===== src/rtl/hockey_pkg.sv =====
`default_nettype none

package hockey_pkg;

    typedef logic [2:0] coord_t;    // puck column or lane
    typedef logic [1:0] score_t;
    typedef logic [6:0] seg_t;      // active low
    typedef logic [4:0] led_bar_t;

    localparam coord_t COL_A_END = 3'd0;
    localparam coord_t COL_B_END = 3'd4;
    localparam coord_t LANE_MAX = 3'd4;
    localparam score_t WIN_SCORE = 2'd3;
    localparam int DEFAULT_TICKS = 100;

    // digits 0 to 4 only
    localparam seg_t SEG_DIGIT [5] = '{
        7'b0000001,
        7'b1001111,
        7'b0010010,
        7'b0000110,
        7'b1001100
    };
    localparam seg_t SEG_LINE = 7'b1111110;
    localparam seg_t SEG_A = 7'b0001000;
    localparam seg_t SEG_B = 7'b1100000;
    localparam seg_t SEG_BLANK = 7'b1111111;
    localparam seg_t SEG_ERROR = 7'b0000000;   // every segment lit

    localparam led_bar_t LED_ALL = 5'b11111;
    localparam led_bar_t LED_COL0 = 5'b10000;  // column 0 sits on the top bit
    localparam led_bar_t LED_BLINK_EVEN = 5'b10101;
    localparam led_bar_t LED_BLINK_ODD = 5'b01010;

    // code 3 from the switch behaves as straight
    typedef enum logic [1:0] {
        straight = 2'd0,
        up = 2'd1,
        down = 2'd2
    } dir_t;

    typedef enum logic [3:0] {
        idle,
        start_show,
        serve_a,
        serve_b,
        to_b,
        to_a,
        respond_b,
        respond_a,
        goal_a,       // A has just scored
        goal_b,
        win
    } game_state_t;

    typedef struct packed {
        logic fire;
        dir_t dir;
        coord_t lane;
    } player_in_t;

    typedef struct packed {
        coord_t col;
        coord_t lane;
        dir_t dir;
    } puck_t;

    typedef struct packed {
        logic load;
        logic step;
        logic to_b;    // heading
        coord_t lane;
        dir_t dir;
    } puck_cmd_t;

    typedef struct packed {
        game_state_t state;
        score_t score_a;
        score_t score_b;
        puck_t puck;
        logic blink;
    } game_view_t;

    typedef seg_t [7:0] ssd_bank_t;

endpackage

`default_nettype wire


===== src/rtl/puck_motion.sv =====
`timescale 1ns/1ps
`default_nettype none

module puck_motion (
    input wire clk,
    input wire rst,
    input wire hockey_pkg::puck_cmd_t cmd,
    output hockey_pkg::puck_t puck
);

    always_ff @(posedge clk or posedge rst) begin
        if (rst) begin
            puck.col <= hockey_pkg::COL_A_END;
            puck.lane <= '0;
            puck.dir <= hockey_pkg::straight;
        end else if (cmd.load) begin
            // start from the end the puck leaves
            puck.col <= cmd.to_b ? hockey_pkg::COL_A_END : hockey_pkg::COL_B_END;
            puck.lane <= cmd.lane;
            puck.dir <= cmd.dir;
        end else if (cmd.step) begin
            puck.col <= cmd.to_b ? puck.col + 3'd1 : puck.col - 3'd1;
            case (puck.dir)
                hockey_pkg::up: begin
                    if (puck.lane >= hockey_pkg::LANE_MAX) begin
                        puck.lane <= hockey_pkg::LANE_MAX - 3'd1;   // bounce off top
                        puck.dir <= hockey_pkg::down;
                    end else begin
                        puck.lane <= puck.lane + 3'd1;
                    end
                end
                hockey_pkg::down: begin
                    if (puck.lane == '0) begin
                        puck.lane <= 3'd1;
                        puck.dir <= hockey_pkg::up;
                    end else begin
                        puck.lane <= puck.lane - 3'd1;
                    end
                end
                default: begin
                    puck.lane <= puck.lane;   // straight holds its lane
                end
            endcase
        end
    end

endmodule

`default_nettype wire


===== src/rtl/game_ctrl.sv =====
`timescale 1ns/1ps
`default_nettype none

module game_ctrl #(
    parameter int tick_count = hockey_pkg::DEFAULT_TICKS
) (
    input wire clk,
    input wire rst,
    input wire hockey_pkg::player_in_t player_a,
    input wire hockey_pkg::player_in_t player_b,
    input wire hockey_pkg::puck_t puck,
    output hockey_pkg::puck_cmd_t cmd,
    output hockey_pkg::game_view_t view
);

    typedef logic [$clog2(tick_count + 1) - 1:0] tick_cnt_t;

    hockey_pkg::game_state_t state;
    hockey_pkg::game_state_t state_nxt;
    tick_cnt_t timer;
    logic tick_done;
    logic half_done;
    logic timer_wrap;
    logic server_b;      // first server, caught in idle
    logic hit;
    logic hit_now;
    logic hit_any;
    logic goal_for_a;
    logic goal_for_b;
    hockey_pkg::score_t score_a;
    hockey_pkg::score_t score_b;
    logic blink;

    assign tick_done = timer == tick_cnt_t'(tick_count - 1);
    assign half_done = timer == tick_cnt_t'(tick_count / 2 - 1);
    assign timer_wrap = (state == hockey_pkg::win) ? half_done : tick_done;

    // receiver on the puck lane with fire held
    assign hit_now = (state == hockey_pkg::respond_b) ?
                     (player_b.fire && player_b.lane == puck.lane) :
                     ((state == hockey_pkg::respond_a) && player_a.fire &&
                      player_a.lane == puck.lane);
    assign hit_any = hit | hit_now;

    always_comb begin
        state_nxt = state;
        cmd = '0;
        goal_for_a = 1'b0;
        goal_for_b = 1'b0;
        case (state)
            hockey_pkg::idle: begin
                if (player_a.fire != player_b.fire) begin
                    state_nxt = hockey_pkg::start_show;
                end
            end
            hockey_pkg::start_show: begin
                if (tick_done) begin
                    state_nxt = server_b ? hockey_pkg::serve_b : hockey_pkg::serve_a;
                end
            end
            hockey_pkg::serve_a: begin
                if (player_a.fire && player_a.lane <= hockey_pkg::LANE_MAX) begin
                    cmd.load = 1'b1;
                    cmd.to_b = 1'b1;
                    cmd.lane = player_a.lane;
                    cmd.dir = player_a.dir;
                    state_nxt = hockey_pkg::to_b;
                end
            end
            hockey_pkg::serve_b: begin
                if (player_b.fire && player_b.lane <= hockey_pkg::LANE_MAX) begin
                    cmd.load = 1'b1;
                    cmd.lane = player_b.lane;
                    cmd.dir = player_b.dir;
                    state_nxt = hockey_pkg::to_a;
                end
            end
            hockey_pkg::to_b: begin
                cmd.to_b = 1'b1;
                if (puck.col == hockey_pkg::COL_B_END) begin
                    state_nxt = hockey_pkg::respond_b;
                end else begin
                    cmd.step = tick_done;
                end
            end
            hockey_pkg::to_a: begin
                if (puck.col == hockey_pkg::COL_A_END) begin
                    state_nxt = hockey_pkg::respond_a;
                end else begin
                    cmd.step = tick_done;
                end
            end
            hockey_pkg::respond_b: begin
                if (tick_done && hit_any) begin
                    cmd.load = 1'b1;    // send it back the way it came
                    cmd.lane = puck.lane;
                    cmd.dir = puck.dir;
                    state_nxt = hockey_pkg::to_a;
                end else if (tick_done) begin
                    goal_for_a = 1'b1;
                    state_nxt = hockey_pkg::goal_a;
                end
            end
            hockey_pkg::respond_a: begin
                if (tick_done && hit_any) begin
                    cmd.load = 1'b1;
                    cmd.to_b = 1'b1;
                    cmd.lane = puck.lane;
                    cmd.dir = puck.dir;
                    state_nxt = hockey_pkg::to_b;
                end else if (tick_done) begin
                    goal_for_b = 1'b1;
                    state_nxt = hockey_pkg::goal_b;
                end
            end
            hockey_pkg::goal_a: begin
                if (tick_done) begin
                    state_nxt = (score_a == hockey_pkg::WIN_SCORE) ? hockey_pkg::win :
                                                                     hockey_pkg::serve_b;
                end
            end
            hockey_pkg::goal_b: begin
                if (tick_done) begin
                    state_nxt = (score_b == hockey_pkg::WIN_SCORE) ? hockey_pkg::win :
                                                                     hockey_pkg::serve_a;
                end
            end
            hockey_pkg::win: begin
                state_nxt = hockey_pkg::win;   // only reset leaves
            end
            default: begin
                state_nxt = hockey_pkg::idle;
            end
        endcase
    end

    always_ff @(posedge clk or posedge rst) begin
        if (rst) begin
            state <= hockey_pkg::idle;
            timer <= '0;
            server_b <= 1'b0;
            hit <= 1'b0;
            score_a <= '0;
            score_b <= '0;
            blink <= 1'b0;
        end else begin
            state <= state_nxt;
            if (state_nxt != state || timer_wrap) begin
                timer <= '0;
            end else begin
                timer <= timer + 1'b1;
            end
            if (state == hockey_pkg::idle) begin
                server_b <= player_b.fire;
            end
            hit <= (state == hockey_pkg::respond_a || state == hockey_pkg::respond_b) ?
                   hit_any : 1'b0;
            if (goal_for_a) begin
                score_a <= score_a + 1'b1;
            end
            if (goal_for_b) begin
                score_b <= score_b + 1'b1;
            end
            if (state == hockey_pkg::win && half_done) begin
                blink <= ~blink;
            end
        end
    end

    assign view = '{state: state, score_a: score_a, score_b: score_b, puck: puck,
                    blink: blink};

endmodule

`default_nettype wire


===== src/rtl/panel_display.sv =====
`timescale 1ns/1ps
`default_nettype none

module panel_display (
    input wire hockey_pkg::game_view_t view,
    input wire hockey_pkg::coord_t lane_a,
    input wire hockey_pkg::coord_t lane_b,
    output logic led_a,
    output logic led_b,
    output hockey_pkg::led_bar_t led_x,
    output hockey_pkg::ssd_bank_t ssd
);

    hockey_pkg::seg_t seg_score_a;
    hockey_pkg::seg_t seg_score_b;
    hockey_pkg::seg_t seg_lane;

    function automatic hockey_pkg::seg_t digit_seg(input hockey_pkg::coord_t value);
        if (value >= $size(hockey_pkg::SEG_DIGIT)) begin
            digit_seg = hockey_pkg::SEG_ERROR;
        end else begin
            digit_seg = hockey_pkg::SEG_DIGIT[value];
        end
    endfunction

    assign seg_score_a = digit_seg(hockey_pkg::coord_t'(view.score_a));
    assign seg_score_b = digit_seg(hockey_pkg::coord_t'(view.score_b));
    assign seg_lane = digit_seg(view.puck.lane);

    always_comb begin
        led_a = 1'b0;
        led_b = 1'b0;
        led_x = '0;
        ssd = {8{hockey_pkg::SEG_BLANK}};
        case (view.state)
            hockey_pkg::idle: begin
                led_a = 1'b1;
                led_b = 1'b1;
                ssd[2] = hockey_pkg::SEG_A;
                ssd[1] = hockey_pkg::SEG_LINE;
                ssd[0] = hockey_pkg::SEG_B;
            end
            hockey_pkg::start_show: begin
                led_x = hockey_pkg::LED_ALL;
                ssd[2] = hockey_pkg::SEG_DIGIT[0];
                ssd[1] = hockey_pkg::SEG_LINE;
                ssd[0] = hockey_pkg::SEG_DIGIT[0];
            end
            hockey_pkg::serve_a: begin
                led_a = 1'b1;
                ssd[4] = digit_seg(lane_a);   // live switch, not the puck
            end
            hockey_pkg::serve_b: begin
                led_b = 1'b1;
                ssd[4] = digit_seg(lane_b);
            end
            hockey_pkg::to_a, hockey_pkg::to_b: begin
                led_x = hockey_pkg::LED_COL0 >> view.puck.col;
                ssd[4] = seg_lane;
            end
            hockey_pkg::respond_a: begin
                led_a = 1'b1;
                led_x = hockey_pkg::LED_COL0;
                ssd[4] = seg_lane;
            end
            hockey_pkg::respond_b: begin
                led_b = 1'b1;
                led_x = hockey_pkg::LED_COL0 >> hockey_pkg::COL_B_END;
                ssd[4] = seg_lane;
            end
            hockey_pkg::goal_a, hockey_pkg::goal_b: begin
                led_x = hockey_pkg::LED_ALL;
                ssd[2] = seg_score_a;
                ssd[1] = hockey_pkg::SEG_LINE;
                ssd[0] = seg_score_b;
            end
            hockey_pkg::win: begin
                led_x = view.blink ? hockey_pkg::LED_BLINK_ODD : hockey_pkg::LED_BLINK_EVEN;
                ssd[4] = (view.score_a == hockey_pkg::WIN_SCORE) ? hockey_pkg::SEG_A :
                                                                   hockey_pkg::SEG_B;
                ssd[2] = seg_score_a;
                ssd[1] = hockey_pkg::SEG_LINE;
                ssd[0] = seg_score_b;
            end
            default: begin
                led_x = '0;    // unused codes stay dark
            end
        endcase
    end

endmodule

`default_nettype wire


===== src/rtl/hockey_top.sv =====
`timescale 1ns/1ps
`default_nettype none

module hockey_top #(
    parameter int tick_count = hockey_pkg::DEFAULT_TICKS
) (
    input wire clk,
    input wire rst,
    input wire hockey_pkg::player_in_t player_a,
    input wire hockey_pkg::player_in_t player_b,
    output logic led_a,
    output logic led_b,
    output hockey_pkg::led_bar_t led_x,
    output hockey_pkg::ssd_bank_t ssd
);

    hockey_pkg::puck_cmd_t cmd;
    hockey_pkg::puck_t puck;
    hockey_pkg::game_view_t view;

    game_ctrl #(
        .tick_count(tick_count)
    ) game_ctrl_i (
        .clk(clk),
        .rst(rst),
        .player_a(player_a),
        .player_b(player_b),
        .puck(puck),
        .cmd(cmd),
        .view(view)
    );

    puck_motion puck_motion_i (
        .clk(clk),
        .rst(rst),
        .cmd(cmd),
        .puck(puck)
    );

    // serve screens read the lane switches directly
    panel_display panel_display_i (
        .view(view),
        .lane_a(player_a.lane),
        .lane_b(player_b.lane),
        .led_a(led_a),
        .led_b(led_b),
        .led_x(led_x),
        .ssd(ssd)
    );

endmodule

`default_nettype wire


===== config.mk =====
export PLATFORM = sky130hd
export DESIGN_NAME = hockey_top
export DESIGN_NICKNAME = d
export VERILOG_FILES = /design/src/rtl/hockey_pkg.sv /design/src/rtl/puck_motion.sv /design/src/rtl/game_ctrl.sv /design/src/rtl/panel_display.sv /design/src/rtl/hockey_top.sv
export SDC_FILE = /design/constraint.sdc
export NUM_CORES = 1
export LEC_CHECK = 0
export CORE_UTILIZATION = 40
export DETAILED_ROUTE_END_ITERATION = 10
export DONT_BUFFER_PORTS = 1
export HOLD_SLACK_MARGIN = 0.06
export PLACE_DENSITY = 0.64
export SETUP_SLACK_MARGIN = 0.1
export SLEW_MARGIN = 20
export SYNTH_ARGS = -nofsm -noshare
export SYNTH_HDL_FRONTEND = slang
export SYNTH_HIERARCHICAL = 1
export SYNTH_SLANG_ARGS = --single-unit

===== constraint.sdc =====
create_clock -name clk -period 5.46 [get_ports clk]
set_input_delay 1.092 -clock clk [delete_from_list [all_inputs] [get_ports clk]]
set_output_delay 1.092 -clock clk [all_outputs]
set_load 0.02 [all_outputs]

# Word level (Yosys, flattened, before mapping)
# Memory sizes are Yosys's and may differ from the RTL's.
# Cells that the tools add are included.
totals:
  mem_bits_ro: 280
  regBits: 26
  in_bits: 14
  ramBits: 0
  latch_bits: 0
  out_inout_bits: 63
  mem_count: 5
  elab_cells: 156
classes:
  magnitude_cmp: 11
  muxes: 67
  n_shift: 1
  n_eq_ne: 25
  addsub: 7
  mul: 0
  div: 0
  n_bitwise: 7
  reduce_logical: 23
memory_table:
  columns: ["name", "words", "word_bits", "rd", "rd_ports_with_merged_regs", "write_ports", "line_no", "source"]
  rows:
  - ["(name not given)", 8, 7, 1, 0, 0, "panel_display.sv:22", "digit_seg = hockey_pkg::SEG_DIGIT[value];"]
  - ["(name not given)", 8, 7, 1, 0, 0, "panel_display.sv:22", null]
  - ["(name not given)", 8, 7, 1, 0, 0, "panel_display.sv:22", null]
  - ["(name not given)", 8, 7, 1, 0, 0, "panel_display.sv:22", null]
  - ["(name not given)", 8, 7, 1, 0, 0, "panel_display.sv:22", null]
ops:
  columns: ["cell", "n"]
  rows:
  - ["7-bit two-way mux", 15]
  - ["21-bit case mux with 3 select lines", 1]
  - ["4-bit two-way mux", 14]
  - ["4-bit case mux with 11 select lines", 1]
  - ["7-bit case mux with 4 select lines", 1]
  - ["5-bit case mux with 5 select lines", 1]
  - ["4-bit greater-or-equal comparator, second input constant", 5]
  - ["5-bit case mux with 4 select lines", 1]
  - ["4-bit by 3-bit equality test with 1-bit output, second input constant", 4]
  - ["8-bit two-way mux", 2]
  - ["1-bit two-way mux", 15]
  - ["5-bit two-way mux", 3]
  - ["4-bit equality test, second input constant", 3]
  - ["3-bit greater-or-equal comparator, second input constant", 4]
  - ["3-bit two-way mux", 4]
  - ["6-bit two-way mux", 2]
  - ["3-bit NOT with 4-bit output", 3]
  - ["3-bit OR reduction", 4]
  - ["4-bit by 2-bit equality test with 1-bit output, second input constant", 2]
  - ["2-bit NOT with 4-bit output", 2]
  - ["7-bit by 1-bit adder with 7-bit output, second input constant", 1]
  - ["7-bit by 6-bit equality test with 1-bit output, second input constant", 1]
  - ["7-bit equality test, second input constant", 1]
  - ["1-bit logical AND", 7]
  - ["30 further kinds", 44]

# Logic depth before layout (Yosys ltp)
depth:
  ltp_word: 11
  mapped_depth: 13
  depth_no_buf: 11

# Cells and area by module
# The synthesis kept the hierarchy.
by_module_without_submodules:
  columns: ["mod", "cells_per_inst", "instances", "area_per_inst_um2", "seq_area_each_um2"]
  rows:
  - ["game_ctrl", 176, 1, 1576.5, 450.4]
  - ["panel_display", 142, 1, 877.1, 0.0]
  - ["puck_motion", 60, 1, 580.6, 200.2]

# Worst setup path before layout
# No wires, ideal clock.
synth_path:
  kind: "input to register"
  startpoint: "in player_a[0] (netlist name)"
  endpoint: "reg puck_motion_i/puck[7] (netlist name)"
  n_path_buf: 1
  setup_slack_ps: 2266
  setup_ps: 77
  cell_stages: 12
  arrival_time_ps: 3116
  required_time_ps: 5383
  path_cell_list: "xnor2_1 -> and4_2 -> a21oi_2 -> and2_1 -> buf_4 -> o22ai_1 -> a21o_1 -> fa_1 -> nor3b_1 -> o21ai_0 -> a21oi_1 -> a21oi_1"
synth_lines:
  columns: ["element", "line_no", "source"]
  rows:
  - ["start: declaration", "hockey_top.sv:9", "input wire hockey_pkg::player_in_t player_a,"]

==> results.yml <==
outcome:
  status: "complete, no violations"
clock_network:
  cts.sinks: 26
  holdBufCountCts: 0
  clock_latency_ns: 0.28
  cts_buffers: 3
  clk_path_buf_depth: 2
  root_buffer: "clkbuf_8"
  htree_levels: 1
  clk_pin_slew_ns: 0.10
  cts_tree: "built"
  post_cts.repair.setup_buffers: 0
  cts_resized: 0
placed_design:
  gp_congestion: 0.921
  port_buffers: 0
  dp.final_hpwl_um: 4910
  placed_area_mm2: 0.00287
critical_path:
  r2r_end: "puck_motion_i/puck[3]"
  crit_chain: "buf_4 -> nand2_1 -> nor3_1 -> nand2_1 -> o311ai_1"
  crit_top_cell: "nand2_1"
  crit_slowest_cell: "dfrtp_1"
  crit_end: "ssd[32]"
  crit_arrival_ns: 2.56
  r2r_slack_ns: 1.93
  start_kind: "flop"
  r2r_start: "game_ctrl_i/state[1]"
  rr_worst_depth: 11
  worstSetupEndpointType: "primary output"
  cp.required_ns: 4.37
  worstSetupPathType: "flop to primary output"
  max_stage_delay_ns: 0.71
  startpoint: "game_ctrl_i/state[1]"
  crit_fanout: 22
routing:
  first_pass_iters: 5
  ant_nets: 0
  routedWlPerCell_um: 14.3
  routed_wl_um: 6580
  dr_total_vias: 2504
  drt_iter0_drc: 239
  viasPerCell: 5.44
  drc: 0
die:
  coreArea_mm2: 0.00729
  fp.dieArea_mm2: 0.00790
  initial_utilization_pct: 41.4
  die_y_um: 88.9
  pin_count: 77
  die_x_um: 88.9
  rows: 31
job:
  maxCapViolCount: 0
timing:
  period_needed_ns: 3.65
  fmax_mhz: 274
  worst_pin_slew_ns: 0.839
  rsz0062_at_grt: "false"
  skew_ns: 0.00336
  max_slew_margin_pct: 44.1
  finalHoldViolCount: 0
  setup_viol: 0
  slew_violations: 0
  setup_tns_ns: 0
  timing.final.crit_share_pct: 66.8
power:
  vdd_drop_max_uv: 150
  leakage_nw: 1.21
  finalPower_mw: 1.56
  power_density_mw_per_mm2: 532
finish:
  final_cell_mix: "conb_1, nor2_1, nand2_1, dfrtp_1, o21ai_0"
  drive_gt1_share_pct: 11.4
  finish.net_count: 386
  final_common_cell: "conb_1"
  utilization_pct: 40.3
  syn2layout_area_growth_pct: -2.69
  final_cell_area_mm2: 0.00294
  num_antenna_cells: 0
grt:
  grt_pass1_vias: 2169
  gr-total-overflow: 0
  antenna_found_initial: 0
  grt_pass1_wl_um: 10300
  grt_max_degree: 28
  track_usage_pct: 16.7
yosys:
  synth_area_mm2: 0.00302
  yosysWarnings: 6
  syn_inst: 376
  avgSynthCellArea_um2: 8.03
worst_hold_path:
  hold_depth: 1
  hold_class: "flop to flop"
## state kept, by name, summed over array words and instances (netlist names)
register,flops
game_ctrl_i/state,4
game_ctrl_i/score_a,2
game_ctrl_i/score_b,2
game_ctrl_i/blink,1
puck_motion_i/puck,8
game_ctrl_i/hit,1
game_ctrl_i/timer,7
game_ctrl_i/server_b,1
## worst min path at each step
| stage | start | to |
|---|---|---|
| 2_1_floorplan | game_ctrl_i/blink | game_ctrl_i/blink |
| 3_3_place_gp | game_ctrl_i/blink | game_ctrl_i/blink |
| 3_5_place_dp | game_ctrl_i/blink | game_ctrl_i/blink |
| 4_1_cts | game_ctrl_i/blink | game_ctrl_i/blink |
| 5_1_grt | game_ctrl_i/blink | game_ctrl_i/blink |
| 6_report | game_ctrl_i/blink | game_ctrl_i/blink |
## stage by stage
stage               setup slack (ns)  std cells  hold slack (ns)
global placement                2.06        456            0.476
CTS                             1.79        460            0.492
finish                          1.81        460            0.491
floorplan                       2.27        409            0.443
detailed placement              1.98        456            0.479
global route                    1.57        460            0.540
## worst max-delay path, delay by kind of cell, from the launching register on
kind	cells	cell delay, ns
flip-flops	1	0.71
AO/OA/AOI/OAI	1	0.65
buffers and inverters	1	0.35
AND/OR/NAND/NOR	3	0.57
## power breakdown
group | internal, mW | leakage, nW | switching (mW)
Combinational | 0.367 | 0.837 | 0.631
Sequential | 0.241 | 0.338 | 0.160
Clock | 0.0982 | 0.0357 | 0.0658
## cell type report
type,instances,area [µm²]
flip-flops and latches,26,651
clock inverters,1,30.0
repair buffers,5,37.5
multi-input cells,303,1970
clock buffers,3,41.3
fillers,762,4350
well taps,99,124
inverters,23,86.3
## layer usage
metal,up-vias,share of wire (%),global-route usage (%)
met1,1170,49,23.9
met5,-,0,0
met3,8,6.4,2.15
li1,1239,-,-
met2,87,43,25.6
met4,0,1.7,6.30
Note: power is estimated with default switching activity, not from simulation.
